<file path="config.mk">
export PLATFORM = sky130hd
export DESIGN_NAME = serial_core
export DESIGN_NICKNAME = d
export VERILOG_FILES = /design/src/core_cfg_pkg.sv /design/src/rv_isa_pkg.sv /design/src/instr_decode.sv /design/src/serial_alu.sv /design/src/serial_core.sv /design/src/serial_fetch.sv /design/src/serial_state.sv
export SDC_FILE = /design/constraint.sdc
export NUM_CORES = 1
export LEC_CHECK = 0
export BUFFER_PORTS_ARGS = -buffer_cell sky130_fd_sc_hd__buf_2
export CAP_MARGIN = 20
export CELL_PAD_IN_SITES_DETAIL_PLACEMENT = 1
export CELL_PAD_IN_SITES_GLOBAL_PLACEMENT = 1
export CORE_AREA = 10 10 110 112
export CTS_BUF_LIST = sky130_fd_sc_hd__clkbuf_2 sky130_fd_sc_hd__clkbuf_4 sky130_fd_sc_hd__clkbuf_8
export CTS_CLUSTER_DIAMETER = 120
export DETAILED_ROUTE_END_ITERATION = 7
export DIE_AREA = 0 0 120 122
export GPL_TIMING_DRIVEN = 0
export PLACE_DENSITY = 0.93
export RECOVER_POWER = 100
export SETUP_SLACK_MARGIN = 0.5
export SYNTH_ARGS = -nofsm -noshare
export SYNTH_HDL_FRONTEND = slang
export SYNTH_HIERARCHICAL = 1
export SYNTH_SLANG_ARGS = --single-unit
export TNS_END_PERCENT = 5
</file>
<file path="constraint.sdc">
create_clock -name clk -period 2.95 [get_ports clk]
set_input_delay 0.4425 -clock clk [delete_from_list [all_inputs] [get_ports clk]]
set_output_delay 0.4425 -clock clk [all_outputs]
set_load 0.01 [all_outputs]
</file>
<file path="src/core_cfg_pkg.sv">
`default_nettype none

package core_cfg_pkg;

   // Datapath
   localparam int XLEN = 32;

   typedef logic [XLEN-1:0] word_t;
   typedef logic [XLEN-1:0] addr_t;

   // Fetch
   localparam addr_t RESET_PC = '0;
   localparam addr_t PC_STEP  = 32'd4;

   // One count per data bit
   localparam int CNT_W = 5;

   typedef logic [CNT_W-1:0] cnt_t;

   // Register file
   localparam int REG_AW = 5;

   typedef logic [REG_AW-1:0] reg_addr_t;

endpackage

`default_nettype wire

</file>
<file path="src/rv_isa_pkg.sv">
`default_nettype none

package rv_isa_pkg;
   import core_cfg_pkg::*;

   // Kept opcode groups
   localparam logic [6:0] OPC_OP     = 7'b0110011;
   localparam logic [6:0] OPC_OP_IMM = 7'b0010011;

   localparam logic [2:0] F3_ADD  = 3'b000;
   localparam logic [2:0] F3_SLT  = 3'b010;
   localparam logic [2:0] F3_SLTU = 3'b011;
   localparam logic [2:0] F3_XOR  = 3'b100;
   localparam logic [2:0] F3_OR   = 3'b110;
   localparam logic [2:0] F3_AND  = 3'b111;

   // Bit 30 of the word
   localparam int F7_SUB_BIT = 5;

   typedef struct packed {
      logic [6:0] funct7;
      reg_addr_t  rs2;
      reg_addr_t  rs1;
      logic [2:0] funct3;
      reg_addr_t  rd;
      logic [6:0] opcode;
   } r_view_t;

   typedef struct packed {
      logic [11:0] imm12;
      reg_addr_t   rs1;
      logic [2:0]  funct3;
      reg_addr_t   rd;
      logic [6:0]  opcode;
   } i_view_t;

   typedef union packed {
      r_view_t r_view;
      i_view_t i_view;
   } instr_u;

   typedef enum logic [1:0] {
      ALU_SUM  = 2'd0,
      ALU_BOOL = 2'd1,
      ALU_CMP  = 2'd2
   } alu_op_e;

   // Same as funct3[1:0] of the boolean ops
   typedef enum logic [1:0] {
      BOOL_XOR = 2'b00,
      BOOL_OR  = 2'b10,
      BOOL_AND = 2'b11
   } bool_op_e;

   typedef struct packed {
      reg_addr_t rd;
      reg_addr_t rs1;
      reg_addr_t rs2;
      logic      use_imm;
      logic      sub;
      logic      cmp_signed;
      alu_op_e   alu_op;
      bool_op_e  bool_op;
      logic      two_stage;
      logic      rd_wen;
   } exec_ctrl_t;

   typedef struct packed {
      reg_addr_t rreg0;
      reg_addr_t rreg1;
      reg_addr_t wreg;
      logic      wen;
      logic      wdata;
   } rf_port_t;

endpackage

`default_nettype wire

</file>
<file path="src/instr_decode.sv">
`default_nettype none
`timescale 1ns/10ps

module instr_decode import core_cfg_pkg::*, rv_isa_pkg::*; (
   input  wire        clk,
   input  wire        i_rst_n,
   input  wire word_t i_ibus_rdt,
   input  wire        i_ibus_ack,
   input  wire        i_cnt_en,
   output exec_ctrl_t o_ctrl,
   output logic       o_imm_bit
);

   instr_u      rdt_u;
   instr_u      instr_q;
   logic [11:0] imm_q;
   logic        is_op;
   logic        is_imm;
   logic [2:0]  f3;
   logic        f3_ok;
   logic        f7_ok;
   logic        legal;

   assign rdt_u = i_ibus_rdt;

   // Cleared to opcode zero, which writes nothing
   always_ff @(posedge clk) begin
      if (!i_rst_n) begin
         instr_q <= '0;
      end else if (i_ibus_ack) begin
         instr_q <= rdt_u;
      end
   end

   // Immediate leaves LSB first, then the sign repeats
   always_ff @(posedge clk) begin
      if (i_ibus_ack) begin
         imm_q <= rdt_u.i_view.imm12;
      end else if (i_cnt_en) begin
         imm_q <= {imm_q[11], imm_q[11:1]};
      end
   end

   assign o_imm_bit = imm_q[0];

   assign is_op  = instr_q.r_view.opcode == OPC_OP;
   assign is_imm = instr_q.i_view.opcode == OPC_OP_IMM;
   assign f3     = instr_q.i_view.funct3;

   // Only funct7 zero, or the SUB bit alone on ADD
   assign f7_ok = (instr_q.r_view.funct7 & ~(7'd1 << F7_SUB_BIT)) == '0 &&
                  (!instr_q.r_view.funct7[F7_SUB_BIT] || f3 == F3_ADD);
   assign legal = f3_ok && (is_imm || (is_op && f7_ok));

   always_comb begin
      o_ctrl            = '0;
      o_ctrl.rd         = instr_q.i_view.rd;
      o_ctrl.rs1        = instr_q.i_view.rs1;
      o_ctrl.rs2        = is_op ? instr_q.r_view.rs2 : '0;
      o_ctrl.use_imm    = is_imm;
      o_ctrl.sub        = is_op && f3 == F3_ADD && instr_q.r_view.funct7[F7_SUB_BIT];
      o_ctrl.cmp_signed = f3 == F3_SLT;
      o_ctrl.alu_op     = ALU_SUM;
      o_ctrl.bool_op    = BOOL_XOR;
      f3_ok             = 1'b1;
      case (f3)
         F3_ADD: begin
            o_ctrl.alu_op = ALU_SUM;
         end
         F3_SLT, F3_SLTU: begin
            o_ctrl.alu_op = ALU_CMP;
         end
         F3_XOR, F3_OR, F3_AND: begin
            o_ctrl.alu_op  = ALU_BOOL;
            o_ctrl.bool_op = bool_op_e'(f3[1:0]);
         end
         // Shift encodings are not kept
         default: begin
            f3_ok = 1'b0;
         end
      endcase
      o_ctrl.two_stage = legal && o_ctrl.alu_op == ALU_CMP;
      o_ctrl.rd_wen    = legal && instr_q.i_view.rd != '0;
   end

endmodule

`default_nettype wire

</file>
<file path="src/serial_alu.sv">
`default_nettype none
`timescale 1ns/10ps

module serial_alu import core_cfg_pkg::*, rv_isa_pkg::*; (
   input  wire             clk,
   input  wire             i_rst_n,
   input  wire exec_ctrl_t i_ctrl,
   input  wire             i_cnt_en,
   input  wire cnt_t       i_cnt,
   input  wire             i_pass2,
   input  wire             i_rs1_bit,
   input  wire             i_rs2_bit,
   input  wire             i_imm_bit,
   output logic            o_rd_bit
);

   logic do_sub;
   logic op_b_raw;
   logic op_b;
   logic carry_in;
   logic carry_out;
   logic sum;
   logic bool_bit;
   logic lt;
   logic carry_q;
   logic cmp_q;

   // Compare runs as a subtraction
   assign do_sub   = i_ctrl.sub || i_ctrl.alu_op == ALU_CMP;
   assign op_b_raw = i_ctrl.use_imm ? i_imm_bit : i_rs2_bit;
   assign op_b     = op_b_raw ^ do_sub;

   assign carry_in  = (i_cnt == '0) ? do_sub : carry_q;
   assign sum       = i_rs1_bit ^ op_b ^ carry_in;
   assign carry_out = (i_rs1_bit & op_b) | (carry_in & (i_rs1_bit ^ op_b));

   // Sign bits decide when they differ, otherwise the borrow
   assign lt = (i_rs1_bit ^ op_b_raw) ? (i_ctrl.cmp_signed ? i_rs1_bit : op_b_raw)
                                      : !carry_out;

   always_comb begin
      case (i_ctrl.bool_op)
         BOOL_OR:  bool_bit = i_rs1_bit | op_b_raw;
         BOOL_AND: bool_bit = i_rs1_bit & op_b_raw;
         default:  bool_bit = i_rs1_bit ^ op_b_raw;
      endcase
   end

   // Write pass leaves carry and compare alone
   always_ff @(posedge clk) begin
      if (!i_rst_n) begin
         carry_q <= 1'b0;
         cmp_q   <= 1'b0;
      end else if (i_cnt_en && !i_pass2) begin
         carry_q <= carry_out;
         if (i_cnt == '1) begin
            cmp_q <= lt;
         end
      end
   end

   always_comb begin
      case (i_ctrl.alu_op)
         ALU_BOOL: o_rd_bit = bool_bit;
         ALU_CMP:  o_rd_bit = i_pass2 && i_cnt == '0 && cmp_q;
         default:  o_rd_bit = sum;
      endcase
   end

endmodule

`default_nettype wire

</file>
<file path="src/serial_core.sv">
`default_nettype none
`timescale 1ns/10ps

module serial_core import core_cfg_pkg::*, rv_isa_pkg::*; (
   input  wire        clk,
   input  wire        i_rst_n,
   input  wire word_t i_ibus_rdt,
   input  wire        i_ibus_ack,
   input  wire        i_rf_ready,
   input  wire        i_rdata0,
   input  wire        i_rdata1,
   output addr_t      o_ibus_adr,
   output logic       o_ibus_cyc,
   output logic       o_rf_rreq,
   output rf_port_t   o_rf
);

   exec_ctrl_t ctrl;
   logic       fetch_req;
   logic       cnt_en;
   cnt_t       cnt;
   logic       pass2;
   logic       wen;
   logic       imm_bit;
   logic       rd_bit;

   serial_fetch fetch_inst (
      .clk         (clk),
      .i_rst_n     (i_rst_n),
      .i_fetch_req (fetch_req),
      .i_ibus_ack  (i_ibus_ack),
      .o_ibus_adr  (o_ibus_adr),
      .o_ibus_cyc  (o_ibus_cyc)
   );

   instr_decode decode_inst (
      .clk        (clk),
      .i_rst_n    (i_rst_n),
      .i_ibus_rdt (i_ibus_rdt),
      .i_ibus_ack (i_ibus_ack),
      .i_cnt_en   (cnt_en),
      .o_ctrl     (ctrl),
      .o_imm_bit  (imm_bit)
   );

   serial_state state_inst (
      .clk         (clk),
      .i_rst_n     (i_rst_n),
      .i_ctrl      (ctrl),
      .i_ibus_ack  (i_ibus_ack),
      .i_rf_ready  (i_rf_ready),
      .o_fetch_req (fetch_req),
      .o_rf_rreq   (o_rf_rreq),
      .o_cnt_en    (cnt_en),
      .o_cnt       (cnt),
      .o_pass2     (pass2),
      .o_wen       (wen)
   );

   serial_alu alu_inst (
      .clk       (clk),
      .i_rst_n   (i_rst_n),
      .i_ctrl    (ctrl),
      .i_cnt_en  (cnt_en),
      .i_cnt     (cnt),
      .i_pass2   (pass2),
      .i_rs1_bit (i_rdata0),
      .i_rs2_bit (i_rdata1),
      .i_imm_bit (imm_bit),
      .o_rd_bit  (rd_bit)
   );

   assign o_rf = '{rreg0: ctrl.rs1, rreg1: ctrl.rs2, wreg: ctrl.rd, wen: wen, wdata: rd_bit};

endmodule

`default_nettype wire

</file>
<file path="src/serial_fetch.sv">
`default_nettype none
`timescale 1ns/10ps

module serial_fetch import core_cfg_pkg::*; (
   input  wire   clk,
   input  wire   i_rst_n,
   input  wire   i_fetch_req,
   input  wire   i_ibus_ack,
   output addr_t o_ibus_adr,
   output logic  o_ibus_cyc
);

   addr_t pc_q;
   logic  cyc_q;

   // Reset itself launches the first fetch at RESET_PC
   always_ff @(posedge clk) begin
      if (!i_rst_n) begin
         pc_q  <= RESET_PC;
         cyc_q <= 1'b1;
      end else begin
         if (i_fetch_req) begin
            pc_q <= pc_q + PC_STEP;
         end
         if (i_fetch_req) begin
            cyc_q <= 1'b1;
         end else if (i_ibus_ack) begin
            cyc_q <= 1'b0;
         end
      end
   end

   assign o_ibus_adr = pc_q;
   assign o_ibus_cyc = cyc_q;

   // Request held with a steady address until the slave acks
   a_cyc_until_ack: assert property (
      @(posedge clk) disable iff (!i_rst_n)
      o_ibus_cyc && !i_ibus_ack |=> o_ibus_cyc && $stable(o_ibus_adr)
   );

   // No new request while one is still open
   a_req_when_idle: assert property (
      @(posedge clk) disable iff (!i_rst_n)
      i_fetch_req |-> !o_ibus_cyc
   );

endmodule

`default_nettype wire

</file>
<file path="src/serial_state.sv">
`default_nettype none
`timescale 1ns/10ps

module serial_state import core_cfg_pkg::*, rv_isa_pkg::*; (
   input  wire             clk,
   input  wire             i_rst_n,
   input  wire exec_ctrl_t i_ctrl,
   input  wire             i_ibus_ack,
   input  wire             i_rf_ready,
   output logic            o_fetch_req,
   output logic            o_rf_rreq,
   output logic            o_cnt_en,
   output cnt_t            o_cnt,
   output logic            o_pass2,
   output logic            o_wen
);

   typedef enum logic [2:0] {
      PH_FETCH,
      PH_REQ,
      PH_WAIT,
      PH_RUN,
      PH_PASS2
   } phase_e;

   phase_e phase_q;
   cnt_t   cnt_q;
   logic   last_bit;

   assign o_cnt_en = phase_q == PH_RUN || phase_q == PH_PASS2;
   assign last_bit = o_cnt_en && cnt_q == '1;

   always_ff @(posedge clk) begin
      if (!i_rst_n) begin
         phase_q <= PH_FETCH;
         cnt_q   <= '0;
      end else begin
         // Wraps back to zero after bit 31
         if (o_cnt_en) begin
            cnt_q <= cnt_q + 1'b1;
         end
         case (phase_q)
            PH_FETCH: if (i_ibus_ack) phase_q <= PH_REQ;
            PH_REQ:   phase_q <= PH_WAIT;
            PH_WAIT:  if (i_rf_ready) phase_q <= PH_RUN;
            PH_RUN: begin
               if (last_bit) begin
                  phase_q <= i_ctrl.two_stage ? PH_PASS2 : PH_FETCH;
               end
            end
            PH_PASS2: if (last_bit) phase_q <= PH_FETCH;
            default:  phase_q <= PH_FETCH;
         endcase
      end
   end

   assign o_fetch_req = last_bit && (phase_q == PH_PASS2 || !i_ctrl.two_stage);
   assign o_rf_rreq   = phase_q == PH_REQ;
   assign o_cnt       = cnt_q;
   assign o_pass2     = phase_q == PH_PASS2;

   // Compare results are written in the second pass only
   assign o_wen = i_ctrl.rd_wen &&
                  ((phase_q == PH_RUN && !i_ctrl.two_stage) || phase_q == PH_PASS2);

   // x0 is never written
   a_no_x0_write: assert property (
      @(posedge clk) disable iff (!i_rst_n)
      o_wen |-> i_ctrl.rd != '0
   );

   // Counter back at bit 0 whenever the core waits for a fetch
   a_fetch_idle: assert property (
      @(posedge clk) disable iff (!i_rst_n)
      phase_q == PH_FETCH |-> cnt_q == '0
   );

endmodule

`default_nettype wire

</file>
Yosys cells after proc, flatten, opt, wreduce, memory -nomap -nowiden
Index checks and enable logic that the tools add are counted.
{ "totals": {"register_bits": 87, "out_inout_bits": 51, "elab_cells": 95} }
{ "op_classes": {"add_sub_neg": 2, "eq_ne": 20, "n_mux": 18, "bitwise": 10, "reduce_logical": 36} }
{ "ops": {"columns": ["operator", "count"], "rows": [
  ["32-bit by 3-bit adder with 32-bit output (second input constant)", 1],
  ["3-bit two-way mux", 5],
  ["3-bit one-hot mux with 5 select lines", 1],
  ["1-bit logical AND", 14],
  ["3-bit by 2-bit equality test with 1-bit output (second input constant)", 4],
  ["3-bit equality test (second input constant)", 4],
  ["12-bit two-way mux", 1],
  ["11-bit two-way mux", 1],
  ["7-bit by 5-bit equality test with 1-bit output (second input constant)", 1],
  ["7-bit by 6-bit equality test with 1-bit output (second input constant)", 1],
  ["7-bit zero test", 1],
  ["2-bit equality test (second input constant)", 3],
  ["3-bit zero test", 2],
  ["1-bit logical OR", 6],
  ["2-bit != test (second input constant)", 3],
  ["6-bit OR reduction", 1],
  ["5-bit by 1-bit adder with 5-bit output (second input constant)", 1],
  ["5-bit equality test (second input constant)", 1],
  ["5-bit zero test", 1],
  ["1-bit two-way mux", 5],
  ["5-bit two-way mux", 1],
  ["5-bit nonzero test", 1],
  ["1-bit zero test", 4],
  ["1-bit one-hot mux with 2 select lines", 2],
  ["other kinds (14)", 21]
]} }

Longest topological paths before layout
Gate-level depths: netlist of the first run.
{ "logic_depth": {"word_depth": 11, "mapped_depth": 11, "mapped_depth_nobuf": 10} }

Modules after synthesis
Netlist of the first run, hierarchy kept.
{ "modules_own_cells": {"columns": ["module", "n_inst", "cells_per_inst", "area_each_um2", "seq_area_each_um2"], "rows": [
  ["instr_decode", 1, 189, 1934.4, 1001.0],
  ["serial_fetch", 1, 172, 1447.6, 620.6],
  ["serial_state", 1, 53, 466.7, 160.2],
  ["serial_alu", 1, 37, 305.3, 40.0],
  ["serial_core", 1, 2, 15.0, 0.0]
]} }

Worst setup path before layout of the first run
No wires, ideal clock.
{ "synth_path": {"path_type": "register -> output", "start": "register decode_inst/instr_q[2] (netlist bit)", "end": "output o_rf[0] (netlist bit)", "arrival_time_ns": 2.122, "path_slack_ns": 0.386, "stages_incl_launch_ff": 11, "path_cell_list": "dfxtp_1 nor4b_2 nand3_1 nor2_1 buf_4 mux2i_1 xnor2_1 fa_1 nand2_1 o31a_1 buf_4"} }
{ "synth_rtl": {"columns": ["item", "line", "rtl"], "rows": [
  ["start: declaration", "instr_decode.sv:15", "instr_u instr_q;"],
  ["start signal: assignment", "instr_decode.sv:31", "instr_q <= rdt_u;"],
  ["7-bit by 5-bit equality test with 1-bit output (*)", "instr_decode.sv:47", "assign is_imm = instr_q.i_view.opcode == OPC_OP_IMM;"],
  ["via decode_inst.is_imm", "instr_decode.sv:18", "logic is_imm;"],
  ["1-bit two-way mux (*)", "serial_alu.sv:30", "assign op_b_raw = i_ctrl.use_imm ? i_imm_bit : i_rs2_bit;"],
  ["1-bit XOR", "serial_alu.sv:31", "assign op_b = op_b_raw ^ do_sub;"],
  ["1-bit XOR (2 in series)", "serial_alu.sv:34", "assign sum = i_rs1_bit ^ op_b ^ carry_in;"],
  ["1-bit one-hot mux with 2 select lines (*)", "serial_alu.sv:63", "case (i_ctrl.alu_op)"],
  ["end: declaration", "serial_core.sv:15", "output rf_port_t o_rf"]
]} }
The timed path passes the listed nets; every way through them passes the cells marked *.

==> results of run 1 <==
==> cell families (layout without fill, tap and decap cells) <==
group	after synthesis	count (layout)	synth area share, %
buffers and inverters	64	167	8.01
flip-flops	85	85	43.7
AO/OA/AOI/OAI	86	86	13.1
XOR/XNOR	11	11	2.31
AND/OR/NAND/NOR	173	173	24.2
multiplexers	25	25	6.00
adder cells (fa/ha/maj)	8	8	2.58
other	1	2	0.0899
==> metrics by stage <==
stage	hold WS [ns]	worst slack (ns)	instance area, µm²	cells
global route	0.316	-0.373	5060	693
finish	0.326	-0.263	5060	693
detailed placement	0.465	-0.0388	4790	676
global placement	0.443	0.0758	4790	676
floorplan	0.443	0.444	4190	454
CTS	0.302	-0.271	5120	693
==> repair_timing <==
action | CTS | global route
resized for setup | 23 | 9
hold endpoints to repair | 0 | 0
setup endpoints to repair | 29 | 30
pin swaps | 17 | 10
buffers inserted | 1 | 0
==> layout make-up <==
class	instances	share of cell area, %
Sequential cell	85	36.2
Inverter	26	1.95
Tap cell	136	3.36
Clock buffer	9	2.45
Timing Repair Buffer	87	7.87
Clock inverter	7	2.30
Multi-Input combinational cell	305	41.3
Buffer	38	4.53
==> cell usage in the layout (no fill, tap or decap), types with 9 or more instances in the layout <==
| cell type | count |
|---|---|
| nor2_1 | 17 |
| nand2_1 | 29 |
| clkbuf_1 | 58 |
| o31ai_1 | 9 |
| a21oi_1 | 21 |
| o21ai_0 | 23 |
| buf_4 | 15 |
| or4_1 | 12 |
| edfxtp_1 | 12 |
| nand3_1 | 14 |
| mux2i_1 | 24 |
| nand2b_1 | 16 |
| clkbuf_8 | 9 |
| dfxtp_1 | 65 |
| nor2b_1 | 26 |
| or3_1 | 9 |
| buf_2 | 44 |
| a21boi_0 | 11 |
| inv_1 | 24 |
==> layer usage <==
metal | vias to the layer above | global-route usage [%]
li1 | 1779 | -
met1 | 1731 | 19.4
met2 | 104 | 28.9
met3 | 17 | 4.58
met4 | 0 | 4.68
met5 | - | 0
==> worst max-delay path by stage <==
stage                                  from                   endpoint  slack, ns  cells after the start
floorplan            decode_inst/instr_q[6]                    o_rf[0]       0.44                      9
global placement    decode_inst/instr_q[12]  fetch_inst/o_ibus_adr[15]       0.08                     10
detailed placement  decode_inst/instr_q[13]  fetch_inst/o_ibus_adr[11]      -0.04                     10
CTS                  decode_inst/instr_q[2]                    o_rf[0]      -0.27                     11
global route         decode_inst/instr_q[3]                    o_rf[0]      -0.37                     10
finish               decode_inst/instr_q[3]                    o_rf[0]      -0.26                     10
==> sequential cells by signal, summed over array words and instances (netlist names) <==
name	cells
state_inst/phase_q	3
alu_inst/cmp_q	1
fetch_inst/o_ibus_adr	30
decode_inst/instr_q	32
fetch_inst/o_ibus_cyc	1
alu_inst/carry_q	1
state_inst/o_cnt	5
decode_inst/imm_q	12
==> Yosys cell counts, types with 2 or more instances <==
cell | number | share of area (%)
o31a_1 | 4 | 0.84
ha_1 | 7 | 2.1
buf_2 | 4 | 0.48
nand4_1 | 8 | 1.2
or4_1 | 13 | 2.3
o21ai_0 | 23 | 2.8
buf_4 | 16 | 2.9
buf_6 | 3 | 0.81
a31oi_1 | 2 | 0.30
a21boi_1 | 11 | 2.0
nor3_2 | 2 | 0.48
and2_1 | 10 | 1.5
o31ai_1 | 10 | 1.8
clkbuf_1 | 14 | 1.3
edfxtp_1 | 12 | 8.6
nor2_1 | 17 | 1.5
xor2_1 | 4 | 0.84
inv_1 | 24 | 2.2
xnor2_1 | 7 | 1.5
and4_1 | 3 | 0.63
or3_1 | 9 | 1.4
mux2i_1 | 25 | 6.0
nor4_1 | 4 | 0.60
dfxtp_1 | 73 | 35
nand2_1 | 29 | 2.6
nor3_1 | 6 | 0.72
nand2b_1 | 16 | 2.4
o21ai_1 | 2 | 0.24
a21oi_1 | 20 | 2.4
nor2b_1 | 27 | 4.1
nand3b_1 | 2 | 0.36
a211oi_1 | 2 | 0.36
nand3_1 | 14 | 1.7
and3_1 | 5 | 0.75
o21a_1 | 2 | 0.36
==> worst min-delay path: cells and delay by family <==
| family | cells | cell delay [ns] |
|---|---|---|
| buf+inv | 1 | 0.10 |
| simple gates | 1 | 0.06 |
| compound gates | 1 | 0.07 |
==> power groups by stage <==
stage               sequential (mW)  clock, mW  combinational, mW
floorplan                      1.27          0              0.151
global placement               1.27          0              0.221
detailed placement             1.27          0              0.234
CTS                            1.25       1.02              0.248
global route                   1.26       1.07              0.269
finish                         1.25      0.991              0.242
==> run_summary.xml, run 1 <==
<?xml version="1.0" encoding="UTF-8"?>
<metrics>
  <group name="floorplan">
    <metric name="top_level_ports" unit="">89</metric>
    <metric name="fp-row-count" unit="">37</metric>
    <metric name="fp.dieArea" unit="µm²">14600</metric>
    <metric name="die_h" unit="µm">122</metric>
    <metric name="core-area" unit="µm²">10000</metric>
    <metric name="floorplan.initialDensity" unit="%">41.5</metric>
    <metric name="die_x_extent" unit="µm">120</metric>
  </group>
  <group name="grt">
    <metric name="initial_antenna_violation_count" unit="">0</metric>
    <metric name="largest_net_degree_at_the_start_of_global_routing" unit="">18</metric>
    <metric name="global_route.overflow_total" unit="">0</metric>
    <metric name="grtUsageTotal" unit="%">16.5</metric>
    <metric name="grt_pass1_wl" unit="µm">19800</metric>
    <metric name="number_of_global_route_vias_before_repair" unit="">3932</metric>
  </group>
  <group name="min_path">
    <metric name="timing.hold.worst_endpoint" unit="">decode_inst/instr_q[26]</metric>
    <metric name="hold_path_depth" unit="">3</metric>
    <metric name="timing.hold.worst.class" unit="">input port to flip-flop</metric>
    <metric name="timing.hold.worst.start" unit="">i_ibus_rdt[26]</metric>
  </group>
  <group name="sta">
    <metric name="relSlewSlack" unit="%">41.0</metric>
    <metric name="slew_violations" unit="">0</metric>
    <metric name="final_number_of_setup_violating_endpoints" unit="">4</metric>
    <metric name="setup_total_negative_slack" unit="ns">-0.286</metric>
    <metric name="timing_hold_violations_final" unit="">0</metric>
    <metric name="setup_ws" unit="ns">-0.263</metric>
    <metric name="unrepaired_setup_endpoints_after_global_routing" unit="">yes</metric>
    <metric name="min_period" unit="ns">3.21</metric>
    <metric name="worst-slew-pin-transition" unit="ns">0.886</metric>
    <metric name="highest_attainable_clock_frequency" unit="MHz">311</metric>
    <metric name="timing.final.crit_share" unit="%">109</metric>
    <metric name="fin_worst_skew" unit="ns">0.0107</metric>
  </group>
  <group name="clock_network">
    <metric name="cts-root-to-sink-buffers" unit="">2</metric>
    <metric name="clkLatencyLatePin" unit="ns">0.38</metric>
    <metric name="clock_tree_from_tritoncts" unit="">done</metric>
    <metric name="cts_inserted_buffers" unit="">9</metric>
    <metric name="path_clk_slew" unit="ns">0.10</metric>
    <metric name="cts_htree_levels" unit="">3</metric>
    <metric name="cts_root_buf" unit="">clkbuf_8</metric>
    <metric name="clock_sinks" unit="">85</metric>
    <metric name="hold_buffers" unit="">0</metric>
  </group>
  <group name="placement">
    <metric name="dpl.hpwl" unit="µm">8880</metric>
    <metric name="portBuffers" unit="">86</metric>
    <metric name="gp_congestion" unit="">0.850</metric>
  </group>
  <group name="route">
    <metric name="final_antenna_net_count" unit="">0</metric>
    <metric name="post-route-drc-count" unit="">0</metric>
    <metric name="route.layer.met1.wl" unit="µm">5390</metric>
    <metric name="avgViaCountPerCell" unit="">5.24</metric>
    <metric name="drt-wirelength-per-cell" unit="µm">17.4</metric>
    <metric name="drtPass1Iterations" unit="">4</metric>
    <metric name="routed-wl-met2" unit="µm">5870</metric>
    <metric name="routed-via-count" unit="">3631</metric>
    <metric name="routed-wl-met3" unit="µm">588</metric>
    <metric name="drt_initial_violations" unit="">118</metric>
    <metric name="route.top_layer_used" unit="">met4</metric>
    <metric name="route.final.wire_length" unit="µm">12000</metric>
  </group>
  <group name="critical_path">
    <metric name="reg2reg_depth" unit="">9</metric>
    <metric name="critical_path.reg2reg.endpoint" unit="">fetch_inst/o_ibus_adr[9]</metric>
    <metric name="critPathKind" unit="">flip-flop to output pin</metric>
    <metric name="path_common_cell" unit="">o31a_1</metric>
    <metric name="crit_chain" unit="">nor4b_4 -&gt; and4_4 -&gt; and3_1 -&gt; nor2_1 -&gt; o31a_1 -&gt; fa_1 -&gt; nand2_1 -&gt; o31a_1 -&gt; buf_4 -&gt; buf_6</metric>
    <metric name="buffers_plus_inverters_on_the_worst_setup_path" unit="">2</metric>
    <metric name="worst_ep_arrival_time" unit="ns">2.77</metric>
    <metric name="timing.critical_path.to_type" unit="">output pin</metric>
    <metric name="timing.critical_path.slowest_stage_cell" unit="">fa_1</metric>
    <metric name="crit_path_start_kind" unit="">flip-flop</metric>
    <metric name="r2r_slack" unit="ns">-0.02</metric>
    <metric name="cpPeakStageDelay" unit="ns">0.50</metric>
    <metric name="required" unit="ns">2.51</metric>
    <metric name="crit_path_max_fanout" unit="">3</metric>
    <metric name="worst_r2r_startpoint" unit="">decode_inst/instr_q[5]</metric>
    <metric name="crit_family" unit="">simple AND/OR/NAND/NOR gates</metric>
  </group>
  <group name="power_and_ir_drop">
    <metric name="finalPower" unit="mW">2.48</metric>
    <metric name="sw_frac_of_total" unit="%">26.0</metric>
    <metric name="cellInternalPower" unit="mW">1.84</metric>
    <metric name="power_per_unit_of_standard_cell_area" unit="nW/µm²">491</metric>
    <metric name="max-vdd-ir-drop" unit="V">0.000306</metric>
    <metric name="combinationalPowerShare" unit="%">9.7</metric>
    <metric name="power.clock.fraction" unit="%">39.9</metric>
    <metric name="power.sequential.fraction" unit="%">50.4</metric>
    <metric name="p_leak" unit="nW">1.96</metric>
    <metric name="power_switching" unit="mW">0.646</metric>
  </group>
  <group name="final_layout">
    <metric name="nets" unit="">598</metric>
    <metric name="footprint_of_the_flip_flops_and_latches" unit="µm²">1830</metric>
    <metric name="antennaDiodeCount" unit="">0</metric>
    <metric name="multiInputGateArea" unit="µm²">2090</metric>
    <metric name="post_route_cells_drive_above_1_share" unit="%">20.5</metric>
    <metric name="filler_cell_count" unit="">1228</metric>
    <metric name="utilization" unit="%">50.3</metric>
    <metric name="synthesis_to_finish_area_growth" unit="%">21.3</metric>
  </group>
  <group name="logic_synthesis">
    <metric name="postSynthAreaPerCell" unit="µm²">9.20</metric>
    <metric name="post_synth_num_cell_types" unit="">58</metric>
    <metric name="synth_cells" unit="">453</metric>
    <metric name="ys_dominant_reg_cell" unit="">dfxtp_1</metric>
    <metric name="yosys_warnings" unit="">6</metric>
    <metric name="post_synth_edffs" unit="">12</metric>
    <metric name="yosys_register_bits" unit="">85</metric>
    <metric name="synth_sequential_area_ratio" unit="%">43.7</metric>
    <metric name="post_synthesis_instance_area" unit="µm²">4170</metric>
    <metric name="asyncSetResetFlopFracSynth" unit="%">0</metric>
  </group>
  <group name="outcome">
    <metric name="violations" unit="">negative setup slack</metric>
    <metric name="status" unit="">finished with violations</metric>
  </group>
  <group name="flow_run">
    <metric name="timing.max_cap.violations" unit="">0</metric>
  </group>
</metrics>
(Power assumes the default switching activity.)
==> run 2, diff against run 1 <==
Settings changed: GPL_TIMING_DRIVEN 0 to not set, PLACE_DENSITY 0.93 to not set, PLACE_DENSITY_LB_ADDON set to 0.1, SLEW_MARGIN set to 20.
==> run_summary.xml, run 2 (same netlist as run 1, synthesis figures left out) <==
<?xml version="1.0" encoding="UTF-8"?>
<metrics>
  <group name="outcome">
    <metric name="status" unit="">finished with violations</metric>
    <metric name="violations" unit="">negative setup slack</metric>
  </group>
  <group name="route">
    <metric name="drtPass1Iterations" unit="">4</metric>
    <metric name="drt_initial_violations" unit="">110</metric>
    <metric name="post-route-drc-count" unit="">0</metric>
    <metric name="avgViaCountPerCell" unit="">5.11</metric>
    <metric name="final_antenna_net_count" unit="">0</metric>
    <metric name="drt-wirelength-per-cell" unit="µm">15.7</metric>
    <metric name="routed-via-count" unit="">3409</metric>
    <metric name="route.final.wire_length" unit="µm">10500</metric>
  </group>
  <group name="floorplan">
    <metric name="top_level_ports" unit="">89</metric>
    <metric name="core-area" unit="µm²">10000</metric>
    <metric name="die_x_extent" unit="µm">120</metric>
    <metric name="fp.dieArea" unit="µm²">14600</metric>
    <metric name="die_h" unit="µm">122</metric>
    <metric name="floorplan.initialDensity" unit="%">41.5</metric>
    <metric name="fp-row-count" unit="">37</metric>
  </group>
  <group name="critical_path">
    <metric name="worst_ep_arrival_time" unit="ns">2.58</metric>
    <metric name="crit_path_max_fanout" unit="">3</metric>
    <metric name="crit_path_start_kind" unit="">flip-flop</metric>
    <metric name="required" unit="ns">2.51</metric>
    <metric name="critPathKind" unit="">flip-flop to output pin</metric>
    <metric name="timing.critical_path.to_type" unit="">output pin</metric>
  </group>
  <group name="power_and_ir_drop">
    <metric name="p_leak" unit="nW">1.87</metric>
    <metric name="max-vdd-ir-drop" unit="V">0.000217</metric>
    <metric name="power_per_unit_of_standard_cell_area" unit="nW/µm²">490</metric>
    <metric name="finalPower" unit="mW">2.40</metric>
  </group>
  <group name="clock_network">
    <metric name="clock_tree_from_tritoncts" unit="">done</metric>
    <metric name="cts_inserted_buffers" unit="">9</metric>
    <metric name="cts_htree_levels" unit="">3</metric>
    <metric name="path_clk_slew" unit="ns">0.10</metric>
    <metric name="cts_root_buf" unit="">clkbuf_8</metric>
    <metric name="clock_sinks" unit="">85</metric>
    <metric name="cts-root-to-sink-buffers" unit="">2</metric>
    <metric name="hold_buffers" unit="">0</metric>
    <metric name="clkLatencyLatePin" unit="ns">0.35</metric>
  </group>
  <group name="final_layout">
    <metric name="nets" unit="">571</metric>
    <metric name="post_route_insts_no_fill" unit="">667</metric>
    <metric name="final_cell_mix" unit="">dfxtp_1 (68), buf_2 (43), clkbuf_1 (43), nand2_1 (29)</metric>
    <metric name="most_flops_register" unit="">decode_inst/instr_q</metric>
    <metric name="leading_cell_type_in_the_layout_fill_and_taps_excluded" unit="">dfxtp_1</metric>
    <metric name="utilization" unit="%">48.7</metric>
    <metric name="synthesis_to_finish_area_growth" unit="%">17.4</metric>
    <metric name="post_route_cells_drive_above_1_share" unit="%">19.1</metric>
    <metric name="largest_register_ffs" unit="">32</metric>
  </group>
  <group name="placement">
    <metric name="portBuffers" unit="">86</metric>
    <metric name="place.detailed.instances" unit="">645</metric>
    <metric name="gp_congestion" unit="">0.770</metric>
    <metric name="dpl.hpwl" unit="µm">7780</metric>
    <metric name="pre_cts_ws" unit="ns">0.210</metric>
  </group>
  <group name="sta">
    <metric name="setup_ws" unit="ns">-0.0758</metric>
    <metric name="final_number_of_setup_violating_endpoints" unit="">1</metric>
    <metric name="relSlewSlack" unit="%">17.0</metric>
    <metric name="fin_worst_skew" unit="ns">0.0121</metric>
    <metric name="worst-slew-pin-transition" unit="ns">1.25</metric>
    <metric name="timing.final.crit_share" unit="%">103</metric>
    <metric name="min_period" unit="ns">3.03</metric>
    <metric name="setup_total_negative_slack" unit="ns">-0.0758</metric>
    <metric name="timing_hold_violations_final" unit="">0</metric>
    <metric name="slew_violations" unit="">0</metric>
    <metric name="unrepaired_setup_endpoints_after_global_routing" unit="">yes</metric>
    <metric name="highest_attainable_clock_frequency" unit="MHz">330</metric>
  </group>
  <group name="grt">
    <metric name="number_of_global_route_vias_before_repair" unit="">3597</metric>
    <metric name="global_route.overflow_total" unit="">0</metric>
    <metric name="grt_pass1_wl" unit="µm">17800</metric>
    <metric name="largest_net_degree_at_the_start_of_global_routing" unit="">40</metric>
    <metric name="grtUsageTotal" unit="%">14.6</metric>
    <metric name="initial_antenna_violation_count" unit="">0</metric>
  </group>
  <group name="min_path">
    <metric name="timing.hold.worst.class" unit="">input port to flip-flop</metric>
  </group>
  <group name="flow_run">
    <metric name="timing.max_cap.violations" unit="">0</metric>
  </group>
</metrics>
[run 2: what timing repair did]
action | 4_1_cts | 5_1_grt
buffers inserted | 3 | 2
hold endpoints to repair | 0 | 0
pin swaps | 15 | 17
resized for setup | 18 | 6
endpoints found under the setup margin | 18 | 25
[run 2: path summary, 6_finish.rpt]
check                           from                        end  slack [ns]  cells past startpoint
max           decode_inst/instr_q[3]                    o_rf[0]       -0.08                      9
min reg2reg  decode_inst/instr_q[20]    decode_inst/instr_q[20]        0.48                      2
max reg2reg  decode_inst/instr_q[12]  fetch_inst/o_ibus_adr[28]        0.28                     10
min                   i_ibus_rdt[16]    decode_inst/instr_q[16]        0.35                      3
[run 2: area by class of cell]
type                       instances  area [µm²]
multi-input combinational        305        2090
fill                            1244        5150
sequential                        85        1830
timing repair buffer              98         475
clock buffer                       9         124
clock inverter                     7         104
antenna                            1        2.50
inverter                          26        98.8
tap                              136         170
[run 2: stage by stage]
step | cell area, µm² | hold slack (ns)
5_1_grt | 4890 | 0.336
6_report | 4890 | 0.347
3_3_place_gp | 4610 | 0.442
2_1_floorplan | 4190 | 0.443
3_5_place_dp | 4610 | 0.458
4_1_cts | 4930 | 0.338
[run 2: worst max-delay path, cell delays in order, from the launching register on]
cell and delay, ns:
dfxtp_2 0.34, nor4b_4 0.30, and4_1 0.27, and3_4 0.20
nor2_4 0.04, o31a_1 0.29, fa_1 0.51, nand2_1 0.05
o31a_1 0.09, buf_2 0.14
[run 2: where the power goes]
part,internal (mW),switching (mW)
registers,1.22,0.0267
clock network,0.491,0.449
logic,0.0968,0.114
total,1.81,0.589
[run 2: per-layer routing]
layer / up-vias / GRT usage [%] / wire length [µm]
met5: - / 0 / 0
met4: 0 / 3.70 / 53
met1: 1621 / 18.5 / 4880
li1: 1715 / - / -
met2: 69 / 24.0 / 4990
met3: 4 / 4.21 / 529
